**src/verilog/cpuPkg.sv**
```systemverilog
// core package: word types, instruction encodings, ALU ops and core constants
`default_nettype none

package cpuPkg;

  // data, instruction and address words
  typedef logic [31:0] wordT;
  typedef logic [4:0]  regIdxT;

  // primary opcode field, instr[31:26]
  typedef enum logic [5:0] {
    RTYPE  = 6'h00,
    ADDIU  = 6'h09,
    ANDI   = 6'h0c,
    ORI    = 6'h0d,
    LUI    = 6'h0f,
    HALTOP = 6'h3f
  } opcodeT;

  // R-type funct field, instr[5:0]
  typedef enum logic [5:0] {
    SLL  = 6'h00,
    ADDU = 6'h21,
    SUBU = 6'h23,
    AND  = 6'h24,
    OR   = 6'h25,
    XOR  = 6'h26,
    SLT  = 6'h2a
  } functT;

  typedef enum logic [3:0] {
    ALU_ADD,
    ALU_SUB,
    ALU_AND,
    ALU_OR,
    ALU_XOR,
    ALU_SLT,  // signed compare
    ALU_SLL,
    ALU_LUI   // operand B moved to the upper half
  } aluOpT;

  localparam wordT PC_INIT      = 32'h0000_0000;
  localparam wordT PC_STEP      = 32'd4;
  localparam wordT HALT_INSTR   = 32'hffff_ffff;
  localparam wordT BUBBLE_INSTR = 32'h0000_0000;  // sll r0,r0,0 so no write
  localparam int   REG_COUNT    = 32;

endpackage

`default_nettype wire

```
**src/verilog/fetchUnit.sv**
```systemverilog
// fetch stage: program counter and instruction request, stopped by halt
`timescale 1ns/1ns
`default_nettype none

module fetchUnit
  import cpuPkg::*;
(
  input  logic CLK,
  input  logic nRST,
  input  logic ihit,
  input  logic stall,
  input  logic halt,
  output logic imemREN,
  output wordT imemaddr,
  output wordT pc
);

  wordT pcReg;
  wordT pcNext;
  logic advance;

  // move on only with a valid word, no hazard and the core running
  assign advance = ihit & ~stall & ~halt;

  // sequential fetch only, no branches in this subset
  assign pcNext = pcReg + PC_STEP;

  always_ff @(posedge CLK or negedge nRST) begin
    if (!nRST) begin
      pcReg <= PC_INIT;
    end else if (advance) begin
      pcReg <= pcNext;
    end
  end

  // request stays up until the core halts
  assign imemREN  = ~halt;
  assign imemaddr = pcReg;
  assign pc       = pcReg;  // to decode

endmodule

`default_nettype wire

```
**src/verilog/registerFile.sv**
```systemverilog
// register file: 32 x 32-bit, two combinational reads with write-through
`timescale 1ns/1ns
`default_nettype none

module registerFile
  import cpuPkg::*;
(
  input  logic   CLK,
  input  logic   nRST,
  input  logic   WEN,
  input  regIdxT wsel,
  input  wordT   wdat,
  input  regIdxT rsel1,
  input  regIdxT rsel2,
  output wordT   rdat1,
  output wordT   rdat2
);

  wordT regs [REG_COUNT];

  // register 0 stays zero because decode never writes it
  always_ff @(posedge CLK or negedge nRST) begin
    if (!nRST) begin
      for (int i = 0; i < REG_COUNT; i++) begin
        regs[i] <= '0;
      end
    end else if (WEN) begin
      regs[wsel] <= wdat;
    end
  end

  // same-cycle write is forwarded to the reader
  always_comb begin
    if (WEN && (wsel == rsel1)) begin
      rdat1 = wdat;
    end else begin
      rdat1 = regs[rsel1];
    end
  end

  always_comb begin
    if (WEN && (wsel == rsel2)) begin
      rdat2 = wdat;
    end else begin
      rdat2 = regs[rsel2];
    end
  end

endmodule

`default_nettype wire

```
**src/verilog/decodeStage.sv**
```systemverilog
// decode stage with IF/ID register, control decode, operand fetch and hazard stall
`timescale 1ns/1ns
`default_nettype none

module decodeStage
  import cpuPkg::*;
(
  input  logic       CLK,
  input  logic       nRST,
  input  logic       ihit,
  input  wordT       imemload,
  input  wordT       pc,
  input  regIdxT     exDest,
  input  logic       exRegWrite,
  input  wordT       rdat1,
  input  wordT       rdat2,
  output regIdxT     rsel1,
  output regIdxT     rsel2,
  output logic       stall,
  output aluOpT      aluOp,
  output logic       aluSrc,
  output logic       shiftSel,
  output logic       regWrite,
  output logic       isHalt,
  output regIdxT     dest,
  output wordT       imm,
  output logic [4:0] shamt,
  output wordT       rdatA,
  output wordT       rdatB
);

  wordT   ifidInstr;
  opcodeT opcode;
  functT  funct;
  regIdxT rs;
  regIdxT rt;
  regIdxT rd;
  logic   writeD;
  logic   haltD;
  logic   zeroExt;
  logic   regDst;
  logic   readsA;
  logic   readsB;

  // IF/ID holds a bubble after reset
  always_ff @(posedge CLK or negedge nRST) begin
    if (!nRST) begin
      ifidInstr <= BUBBLE_INSTR;
    end else if (ihit && !stall) begin
      ifidInstr <= imemload;
    end
  end

  assign opcode = opcodeT'(ifidInstr[31:26]);
  assign funct  = functT'(ifidInstr[5:0]);
  assign rs     = ifidInstr[25:21];
  assign rt     = ifidInstr[20:16];
  assign rd     = ifidInstr[15:11];
  assign shamt  = ifidInstr[10:6];

  always_comb begin
    aluOp    = ALU_ADD;
    aluSrc   = 1'b0;
    shiftSel = 1'b0;
    writeD   = 1'b0;
    haltD    = 1'b0;
    zeroExt  = 1'b0;
    regDst   = 1'b0;
    readsA   = 1'b0;
    readsB   = 1'b0;
    case (opcode)
      RTYPE: begin
        regDst = 1'b1;
        writeD = 1'b1;
        readsA = 1'b1;
        readsB = 1'b1;
        case (funct)
          SLL: begin
            aluOp    = ALU_SLL;
            shiftSel = 1'b1;
            readsB   = 1'b0;  // rt comes in on port A
          end
          ADDU: aluOp = ALU_ADD;
          SUBU: aluOp = ALU_SUB;
          AND:  aluOp = ALU_AND;
          OR:   aluOp = ALU_OR;
          XOR:  aluOp = ALU_XOR;
          SLT:  aluOp = ALU_SLT;
          default: begin
            writeD = 1'b0;  // unknown funct retires silently
            readsA = 1'b0;
            readsB = 1'b0;
          end
        endcase
      end
      ADDIU: begin
        aluSrc = 1'b1;
        writeD = 1'b1;
        readsA = 1'b1;
      end
      ANDI, ORI: begin
        aluOp   = (opcode == ANDI) ? ALU_AND : ALU_OR;
        aluSrc  = 1'b1;
        zeroExt = 1'b1;
        writeD  = 1'b1;
        readsA  = 1'b1;
      end
      LUI: begin
        aluOp   = ALU_LUI;
        aluSrc  = 1'b1;
        zeroExt = 1'b1;
        writeD  = 1'b1;
      end
      HALTOP: haltD = (ifidInstr == HALT_INSTR);
      default: ;
    endcase
  end

  // shifts read rt through port A
  assign rsel1 = shiftSel ? rt : rs;
  assign rsel2 = rt;
  assign rdatA = rdat1;
  assign rdatB = rdat2;

  assign dest = regDst ? rd : rt;
  assign imm  = zeroExt ? {16'h0000, ifidInstr[15:0]} : {{16{ifidInstr[15]}}, ifidInstr[15:0]};

  // only ID/EX can conflict as EX/WB goes through the write-through
  assign stall = exRegWrite && (exDest != '0) &&
                 ((readsA && (exDest == rsel1)) || (readsB && (exDest == rsel2)));

  // bubble downstream while stalled
  assign regWrite = writeD && (dest != '0) && !stall;
  assign isHalt   = haltD && !stall;

endmodule

`default_nettype wire

```
**src/verilog/executeStage.sv**
```systemverilog
// execute stage: ID/EX and EX/WB registers, ALU, write-back and sticky halt
`timescale 1ns/1ns
`default_nettype none

module executeStage
  import cpuPkg::*;
(
  input  logic       CLK,
  input  logic       nRST,
  input  logic       ihit,
  input  aluOpT      aluOp,
  input  logic       aluSrc,
  input  logic       shiftSel,
  input  logic       regWrite,
  input  logic       isHalt,
  input  regIdxT     dest,
  input  wordT       imm,
  input  logic [4:0] shamt,
  input  wordT       rdatA,
  input  wordT       rdatB,
  output regIdxT     exDest,
  output logic       exRegWrite,
  output logic       wbEn,
  output regIdxT     wbSel,
  output wordT       wbData,
  output logic       halt
);

  // ID/EX
  aluOpT      idexAluOp;
  logic       idexAluSrc;
  logic       idexShiftSel;
  logic       idexRegWrite;
  logic       idexIsHalt;
  regIdxT     idexDest;
  wordT       idexImm;
  logic [4:0] idexShamt;
  wordT       idexRdatA;
  wordT       idexRdatB;

  // EX/WB
  wordT   exwbResult;
  regIdxT exwbDest;
  logic   exwbRegWrite;
  logic   exwbIsHalt;

  wordT opB;
  wordT aluOut;
  logic advance;

  assign advance = ihit & ~halt;

  always_ff @(posedge CLK or negedge nRST) begin
    if (!nRST) begin
      idexRegWrite <= 1'b0;
      idexIsHalt   <= 1'b0;
      exwbRegWrite <= 1'b0;
      exwbIsHalt   <= 1'b0;
    end else if (advance) begin
      idexRegWrite <= regWrite;
      idexIsHalt   <= isHalt;
      exwbRegWrite <= idexRegWrite;
      exwbIsHalt   <= idexIsHalt;
    end
  end

  always_ff @(posedge CLK) begin
    if (advance) begin
      idexAluOp    <= aluOp;
      idexAluSrc   <= aluSrc;
      idexShiftSel <= shiftSel;
      idexDest     <= dest;
      idexImm      <= imm;
      idexShamt    <= shamt;
      idexRdatA    <= rdatA;
      idexRdatB    <= rdatB;
      exwbResult   <= aluOut;
      exwbDest     <= idexDest;
    end
  end

  // operand B select
  always_comb begin
    if (idexShiftSel) begin
      opB = {27'b0, idexShamt};
    end else if (idexAluSrc) begin
      opB = idexImm;
    end else begin
      opB = idexRdatB;
    end
  end

  always_comb begin
    case (idexAluOp)
      ALU_ADD: aluOut = idexRdatA + opB;
      ALU_SUB: aluOut = idexRdatA - opB;
      ALU_AND: aluOut = idexRdatA & opB;
      ALU_OR:  aluOut = idexRdatA | opB;
      ALU_XOR: aluOut = idexRdatA ^ opB;
      ALU_SLT: aluOut = {31'b0, $signed(idexRdatA) < $signed(opB)};
      ALU_SLL: aluOut = idexRdatA << opB[4:0];
      ALU_LUI: aluOut = {opB[15:0], 16'h0000};
      default: aluOut = '0;
    endcase
  end

  // hazard view of ID/EX for decode
  assign exDest     = idexDest;
  assign exRegWrite = idexRegWrite;

  // retire at the next advancing edge
  assign wbEn   = exwbRegWrite & advance;
  assign wbSel  = exwbDest;
  assign wbData = exwbResult;

  always_ff @(posedge CLK or negedge nRST) begin
    if (!nRST) begin
      halt <= 1'b0;
    end else if (exwbIsHalt && advance) begin
      halt <= 1'b1;  // sticky until reset
    end
  end

endmodule

`default_nettype wire

```
**src/verilog/datapath.sv**
```systemverilog
// core top: fetch, decode, register file and execute wired to the instruction port
`timescale 1ns/1ns
`default_nettype none

module datapath
  import cpuPkg::*;
(
  input  logic   CLK,
  input  logic   nRST,
  output logic   imemREN,
  output wordT   imemaddr,
  input  wordT   imemload,
  input  logic   ihit,
  output logic   wbEn,
  output regIdxT wbSel,
  output wordT   wbData,
  output logic   halt
);

  wordT       pc;
  logic       stall;
  regIdxT     rsel1;
  regIdxT     rsel2;
  wordT       rdat1;
  wordT       rdat2;

  // decoded bundle into execute
  aluOpT      aluOp;
  logic       aluSrc;
  logic       shiftSel;
  logic       regWrite;
  logic       isHalt;
  regIdxT     dest;
  wordT       imm;
  logic [4:0] shamt;
  wordT       rdatA;
  wordT       rdatB;

  regIdxT     exDest;
  logic       exRegWrite;

  fetchUnit i_fetchUnit (
    .CLK      (CLK),
    .nRST     (nRST),
    .ihit     (ihit),
    .stall    (stall),
    .halt     (halt),
    .imemREN  (imemREN),
    .imemaddr (imemaddr),
    .pc       (pc)
  );

  decodeStage i_decodeStage (
    .CLK        (CLK),
    .nRST       (nRST),
    .ihit       (ihit),
    .imemload   (imemload),
    .pc         (pc),
    .exDest     (exDest),
    .exRegWrite (exRegWrite),
    .rdat1      (rdat1),
    .rdat2      (rdat2),
    .rsel1      (rsel1),
    .rsel2      (rsel2),
    .stall      (stall),
    .aluOp      (aluOp),
    .aluSrc     (aluSrc),
    .shiftSel   (shiftSel),
    .regWrite   (regWrite),
    .isHalt     (isHalt),
    .dest       (dest),
    .imm        (imm),
    .shamt      (shamt),
    .rdatA      (rdatA),
    .rdatB      (rdatB)
  );

  // written from EX/WB, read by decode
  registerFile i_registerFile (
    .CLK   (CLK),
    .nRST  (nRST),
    .WEN   (wbEn),
    .wsel  (wbSel),
    .wdat  (wbData),
    .rsel1 (rsel1),
    .rsel2 (rsel2),
    .rdat1 (rdat1),
    .rdat2 (rdat2)
  );

  executeStage i_executeStage (
    .CLK        (CLK),
    .nRST       (nRST),
    .ihit       (ihit),
    .aluOp      (aluOp),
    .aluSrc     (aluSrc),
    .shiftSel   (shiftSel),
    .regWrite   (regWrite),
    .isHalt     (isHalt),
    .dest       (dest),
    .imm        (imm),
    .shamt      (shamt),
    .rdatA      (rdatA),
    .rdatB      (rdatB),
    .exDest     (exDest),
    .exRegWrite (exRegWrite),
    .wbEn       (wbEn),
    .wbSel      (wbSel),
    .wbData     (wbData),
    .halt       (halt)
  );

endmodule

`default_nettype wire

```
**config.mk**
```make
export PLATFORM = sky130hd
export DESIGN_NAME = datapath
export DESIGN_NICKNAME = d
export VERILOG_FILES = /design/src/verilog/cpuPkg.sv /design/src/verilog/fetchUnit.sv /design/src/verilog/registerFile.sv /design/src/verilog/decodeStage.sv /design/src/verilog/executeStage.sv /design/src/verilog/datapath.sv
export SDC_FILE = /design/constraint.sdc
export NUM_CORES = 2
export LEC_CHECK = 0
export ABC_AREA = 1
export BUFFER_PORTS_ARGS = -buffer_cell sky130_fd_sc_hd__buf_2
export CAP_MARGIN = 10
export CORE_AREA = 2 2 391 393
export CTS_CLUSTER_SIZE = 14
export DETAILED_ROUTE_END_ITERATION = 16
export DIE_AREA = 0 0 393 395
export HOLD_SLACK_MARGIN = 0.12
export PLACE_DENSITY = 0.65
export SYNTH_ARGS = -nofsm -noshare
export SYNTH_HDL_FRONTEND = slang
export SYNTH_HIERARCHICAL = 1
export SYNTH_SLANG_ARGS = --single-unit
```
**constraint.sdc**
```tcl
create_clock -name CLK -period 10.75 [get_ports CLK]
set_input_delay 0 -clock CLK [delete_from_list [all_inputs] [get_ports CLK]]
set_output_delay 0 -clock CLK [all_outputs]
set_load 0.02 [all_outputs]
```
Word-level counts from Yosys, hierarchy flattened
Cells that the tools add are included.

operators by class
  shift-type cells = 1
  $add $sub $neg = 3
  bitwise operators = 12
  reduce and logical (&&, ||, !) cells = 25
  multiplexer cells = 30
  eq/ne operators = 23
  $lt $le $gt $ge = 5

operator list
  operator                                             count
  bitwise mux 1024 bit                                 1
  binary-select mux 32 bit (select 5 bit)              2
  two-way mux 32 bit                                   9
  one-hot mux 32 bit (8 select lines)                  1
  demux 32 bit (select 5 bit)                          1
  equality test 6 bit, second input constant           7
  adder 32 x 3 -> 32 bit, second input constant        1
  adder 32 bit                                         1
  AND 32 bit                                           1
  equality test 32 bit, second input constant          1
  less-than comparator 32 bit                          1
  OR 32 bit                                            1
  << shifter 32 x 5 -> 32 bit                          1
  subtractor 32 bit                                    1
  bitwise XOR 32 bit                                   1
  equality test 6 x 4 -> 1 bit, second input constant  4
  equality test 5 bit                                  4
  >= comparator 6 bit, second input constant           3
  inverter 5 -> 6 bit                                  3
  one-hot mux 3 bit (6 select lines)                   1
  equality test 4 x 3 -> 1 bit, second input constant  4
  logical AND 1 bit                                    12
  zero test 6 bit                                      2
  one-hot mux 4 bit (3 select lines)                   1
  17 further kinds                                     35

word-level totals
  register bits after elaboration = 1227
  output and inout port bits = 72
  word-level logic and storage cells = 149
  bits of input ports = 35

Longest topological paths before layout
  depth in word-level cells = 11
  gate-level depth with buffers = 24
  mapped depth without buffers = 22

Modules after synthesis
Netlist, hierarchy kept.

modules (own cells, without submodules)
  module        area each (um^2)  seq. area each (um^2)  times used  cells each
  registerFile  56894.6           25624.6                1           8366
  executeStage  13236.4           4599.4                 1           1923
  decodeStage   2825.2            800.8                  1           403
  fetchUnit     2011.9            750.7                  1           242

Least setup slack after synthesis
No wires, ideal clock.

  path kind = register -> register
  from = register i_executeStage.halt
  to = register i_executeStage.idexRegWrite, in the netlist i_executeStage/exRegWrite
  arrival time = 7933 ps
  setup slack = 2718 ps
  period minus slack after synthesis = 8032 ps
  library setup time = 98 ps
  buffers on the path = 0
  data required time = 10652 ps
  cell stages (with the launch flop) = 3
  cells stage by stage = dfrtp_1 nor2_1 mux2_2

between the ends
  cells in the longest elaborated chain, start to end = 2

ends and longest elaborated chain
  what                        RTL line             text
  start: declaration          executeStage.sv:26   output logic halt
  start signal: assignment    executeStage.sv:118  halt <= 1'b0;
  start signal: assignment    executeStage.sv:120  halt <= 1'b1;
  inverter 1 bit              executeStage.sv:51   assign advance = ihit & ~halt;
  AND 1 bit                   executeStage.sv:51
  net i_executeStage.advance  executeStage.sv:49   logic advance;
  end signal: assignment      executeStage.sv:60   idexRegWrite <= regWrite;
  end: declaration            executeStage.sv:33   logic idexRegWrite;

The timed path passes the listed nets, and every way through them passes these cells.
A chain may end at the register's enable or synchronous reset.

Worst setup path after layout
  from = register i_decodeStage.ifidInstr[31]
  to = register i_executeStage.idexRdatA[30] (data pin)

between the ends
  cells in the longest elaborated chain, start to end = 8
  elaborated cells between the ends (all ways) = 10
  those cells by class = 1 x eq/ne; 6 x mux; 1 x bitwise; 2 x reduce/logical

ends and longest elaborated chain
  what                                                   RTL line            text
  start: declaration                                     decodeStage.sv:32   wordT ifidInstr;
  start signal: assignment                               decodeStage.sv:50   ifidInstr <= imemload;
  zero test 6 bit (*)                                    decodeStage.sv:71   case (opcode)
  two-way mux 1 bit (*)                                  decodeStage.sv:71
  two-way mux 5 bit (*)                                  decodeStage.sv:120  assign rsel1 = shiftSel ? rt : rs;
  net rsel1[1]                                           datapath.sv:22      regIdxT rsel1;
  inverter 5 -> 6 bit (not written as such)              registerFile.sv:37  rdat1 = regs[rsel1];
  binary-select mux 32 bit (select 5 bit)                registerFile.sv:37
  two-way mux 32 bit (not written as such) (2 in a row)  registerFile.sv:37
  two-way mux 32 bit (*)                                 registerFile.sv:34  if (WEN && (wsel == rsel1)) begin
  net rdat1[30]                                          datapath.sv:24      wordT rdat1;
  end signal: assignment                                 executeStage.sv:75  idexRdatA <= rdatA;
  end: declaration                                       executeStage.sv:38  wordT idexRdatA;

Mark *: on every way through the listed nets, which the timed path passes. The rest lies on a longest branch. The select of a mux whose other input is x is not followed.

==> impl_metrics.ini <==
[run_status]
outcome = complete, no violations

[setup_path]
slowest_stage = sky130_fd_sc_hd__nand3_2
crit_required_ns = 11.27
timing.critical_path.cells = nor2_1 > nand2_1 > nor2_2 > nand2_2 > nand2_1 > nand2_4 > inv_8 > o22ai_1 > a21oi_4 > buf_4 > nand3_2 > buf_4 > nand3_1 > nand2_1
critical_path_class = reg2reg
timing.critical_path.fanout_max = 55
worstSetupEndpointType = flip-flop
worst_setup_path_start_kind = flip-flop
timing.critical_path.slowest_cell_delay_ns = 0.96
path_delay_family = simple AND/OR/NAND/NOR gates
timing.critical_path.arrival_ns = 6.51
critPathMostFrequentCell = sky130_fd_sc_hd__nand2_1
worst-path-buf-inv = 3

[drt]
ant_nets = 0
1st_pass_router_iterations = 6
post_drt_wl_per_cell_um = 24.4
route.final.wire_length_um = 307000
drcViolationCount = 0
initialDrtViolationCount = 11122
detailroute.via_count = 76877
via_per_inst = 6.10

[clock_tree]
cts_setup_buffers = 0
tritoncts_clock_tree = built
cts.path.max_buffers = 3
cts.sink_count = 1240
cts-buffers-inserted = 145
cts-htree-levels = 4
post_cts_resized = 0
clk_root_buffer_cell = sky130_fd_sc_hd__clkbuf_16
worst_skew_pair.late_latency_ns = 0.81
clk_transition_reported_paths_ns = 0.06

[die]
fp.dieArea_sq_mm = 0.155
start_util = 0.494
design.portCount = 107
chipHeight_um = 395
placeableCoreArea_sq_mm = 0.151
rows = 143
fp.dieW_um = 393

[pwr]
static-leakage-power_nw = 37.1
power-per-cell-area_mw_per_mm2 = 148
worst_ir_drop_vdd_v = 0.000175

[sta]
hold-worst-slack_ns = 0.434
rsz0062_at_grt = no
layout_worst_path_cycle_share = 0.557
max_freq_mhz = 167
period_minus_ws_final_ns = 5.98
setup_slack_ns = 4.77
worst_slew_margin_rel = 0.146
worst_slew_pin_slew_ns = 1.28
finalHoldViolCount = 0
final_tns_setup_ns = 0
final_max_slew_viol_count = 0
setup-violations-final = 0
worst_clock_skew_ns = 0.0417

[hold_path]
min-delay-path-class = in2async

[yosys]
syn_area_sq_mm = 0.0747
post_synth.cell_area_avg_sq_um = 6.85
synth_warnings = 6
syn_inst_count = 10902

[final_layout]
final_cell_mix = sky130_fd_sc_hd__nand2_1 (4213), sky130_fd_sc_hd__nand3_1 (2098), sky130_fd_sc_hd__dfrtp_1 (1086), sky130_fd_sc_hd__o21ai_0 (916), sky130_fd_sc_hd__nor2_1 (387)
syn_to_final_growth_pct = 8.48
final_common_cell = sky130_fd_sc_hd__nand2_1
finish.net_count = 10587
drive_gt1_frac = 0.0528
stdcell_area_sq_mm = 0.0811

[place]
gp_congestion = 0.985
buffer_ports.inserted = 104
place_ws_ns = 5.03
detailed_place_hpwl_um = 171000
placed_cell_area_sq_mm = 0.0749

[global_routing]
grt_antenna_before_repair = 12
global_route_usage_over_all_layers = 0.392
grt_pass1_wl_um = 460000
grt_max_degree = 180
grt.overflow.total = 0
first_global_vias = 71781

[job]
cap_violations = 0
stage by stage:
| step | utilization | cells | total power [W] |
|---|---|---|---|
| after floorplan | - | 10903 | 0.00630 |
| after global placement | 0.496 | 12202 | 0.00692 |
| after detailed placement | 0.496 | 12202 | 0.00693 |
| after CTS | 0.536 | 12595 | 0.0120 |
| after global routing | 0.536 | 12597 | 0.0124 |
| final | 0.536 | 12602 | 0.0120 |
area by class of cell:
cell class              instances  area (sq um)
fillers                     14711         70100
multi-input cells            8327         37600
flip-flops and latches       1240         31800
clock buffers                 218          4270
repair buffers                347          2820
well taps                    2030          2540
inverters                     391          1510
clock inverters                43           519
diodes                          6          15.0
worst min-delay path, cell delays in order:
cell,delay (ns)
sky130_fd_sc_hd__dlygate4sd3_1,0.52
sky130_fd_sc_hd__dlygate4sd3_1,0.59
sky130_fd_sc_hd__buf_8,0.21
sky130_fd_sc_hd__buf_16,0.31
layer usage:
metal | vias up | GRT usage | wire (um)
met5 | - | 0 | 75
met4 | 12 | 0.232 | 21100
met3 | 1126 | 0.0907 | 36400
met2 | 5041 | 0.575 | 131000
met1 | 36032 | 0.527 | 119000
li1 | 34666 | - | -
report_power, final:
part / total [W] / switching, W / internal [W]
clock: 0.00505 / 0.00210 / 0.00294
sequential: 0.00504 / 0.000158 / 0.00489
combinational: 0.00193 / 0.00144 / 0.000493
flip-flops by register name, indices dropped and copies added, names as in the netlist, 4 cells and up:
name / flops
i_executeStage/wbData: 32
i_executeStage/wbSel: 5
i_executeStage/idexRdatB: 32
i_executeStage/exDest: 5
i_registerFile/regs: 1024
i_decodeStage/ifidInstr: 32
i_executeStage/idexAluOp: 4
i_executeStage/idexImm: 32
i_executeStage/idexShamt: 5
i_fetchUnit/imemaddr: 30
i_executeStage/idexRdatA: 32
what timing repair did:
item,in CTS,in global routing
setup endpoints to repair,0,0
hold endpoints to repair,542,0
hold buffers,132,0
path summary, 6_finish.rpt:
kind	start	to	slack (ns)	cells after the start
min in group CLK	i_executeStage/idexIsHalt	i_executeStage/exwbIsHalt	0.49	2
max in group asynchronous	nRST	i_registerFile/regs[339]	7.76	6
setup / recovery	i_decodeStage/ifidInstr[31]	i_executeStage/idexRdatA[30]	4.77	14
hold / removal	nRST	i_registerFile/regs[873]	0.43	4
setup reg to reg	i_decodeStage/ifidInstr[31]	i_executeStage/idexRdatA[30]	4.77	14
hold reg to reg	i_executeStage/idexIsHalt	i_executeStage/exwbIsHalt	0.49	2
Power figures use the tool's default switching activity.
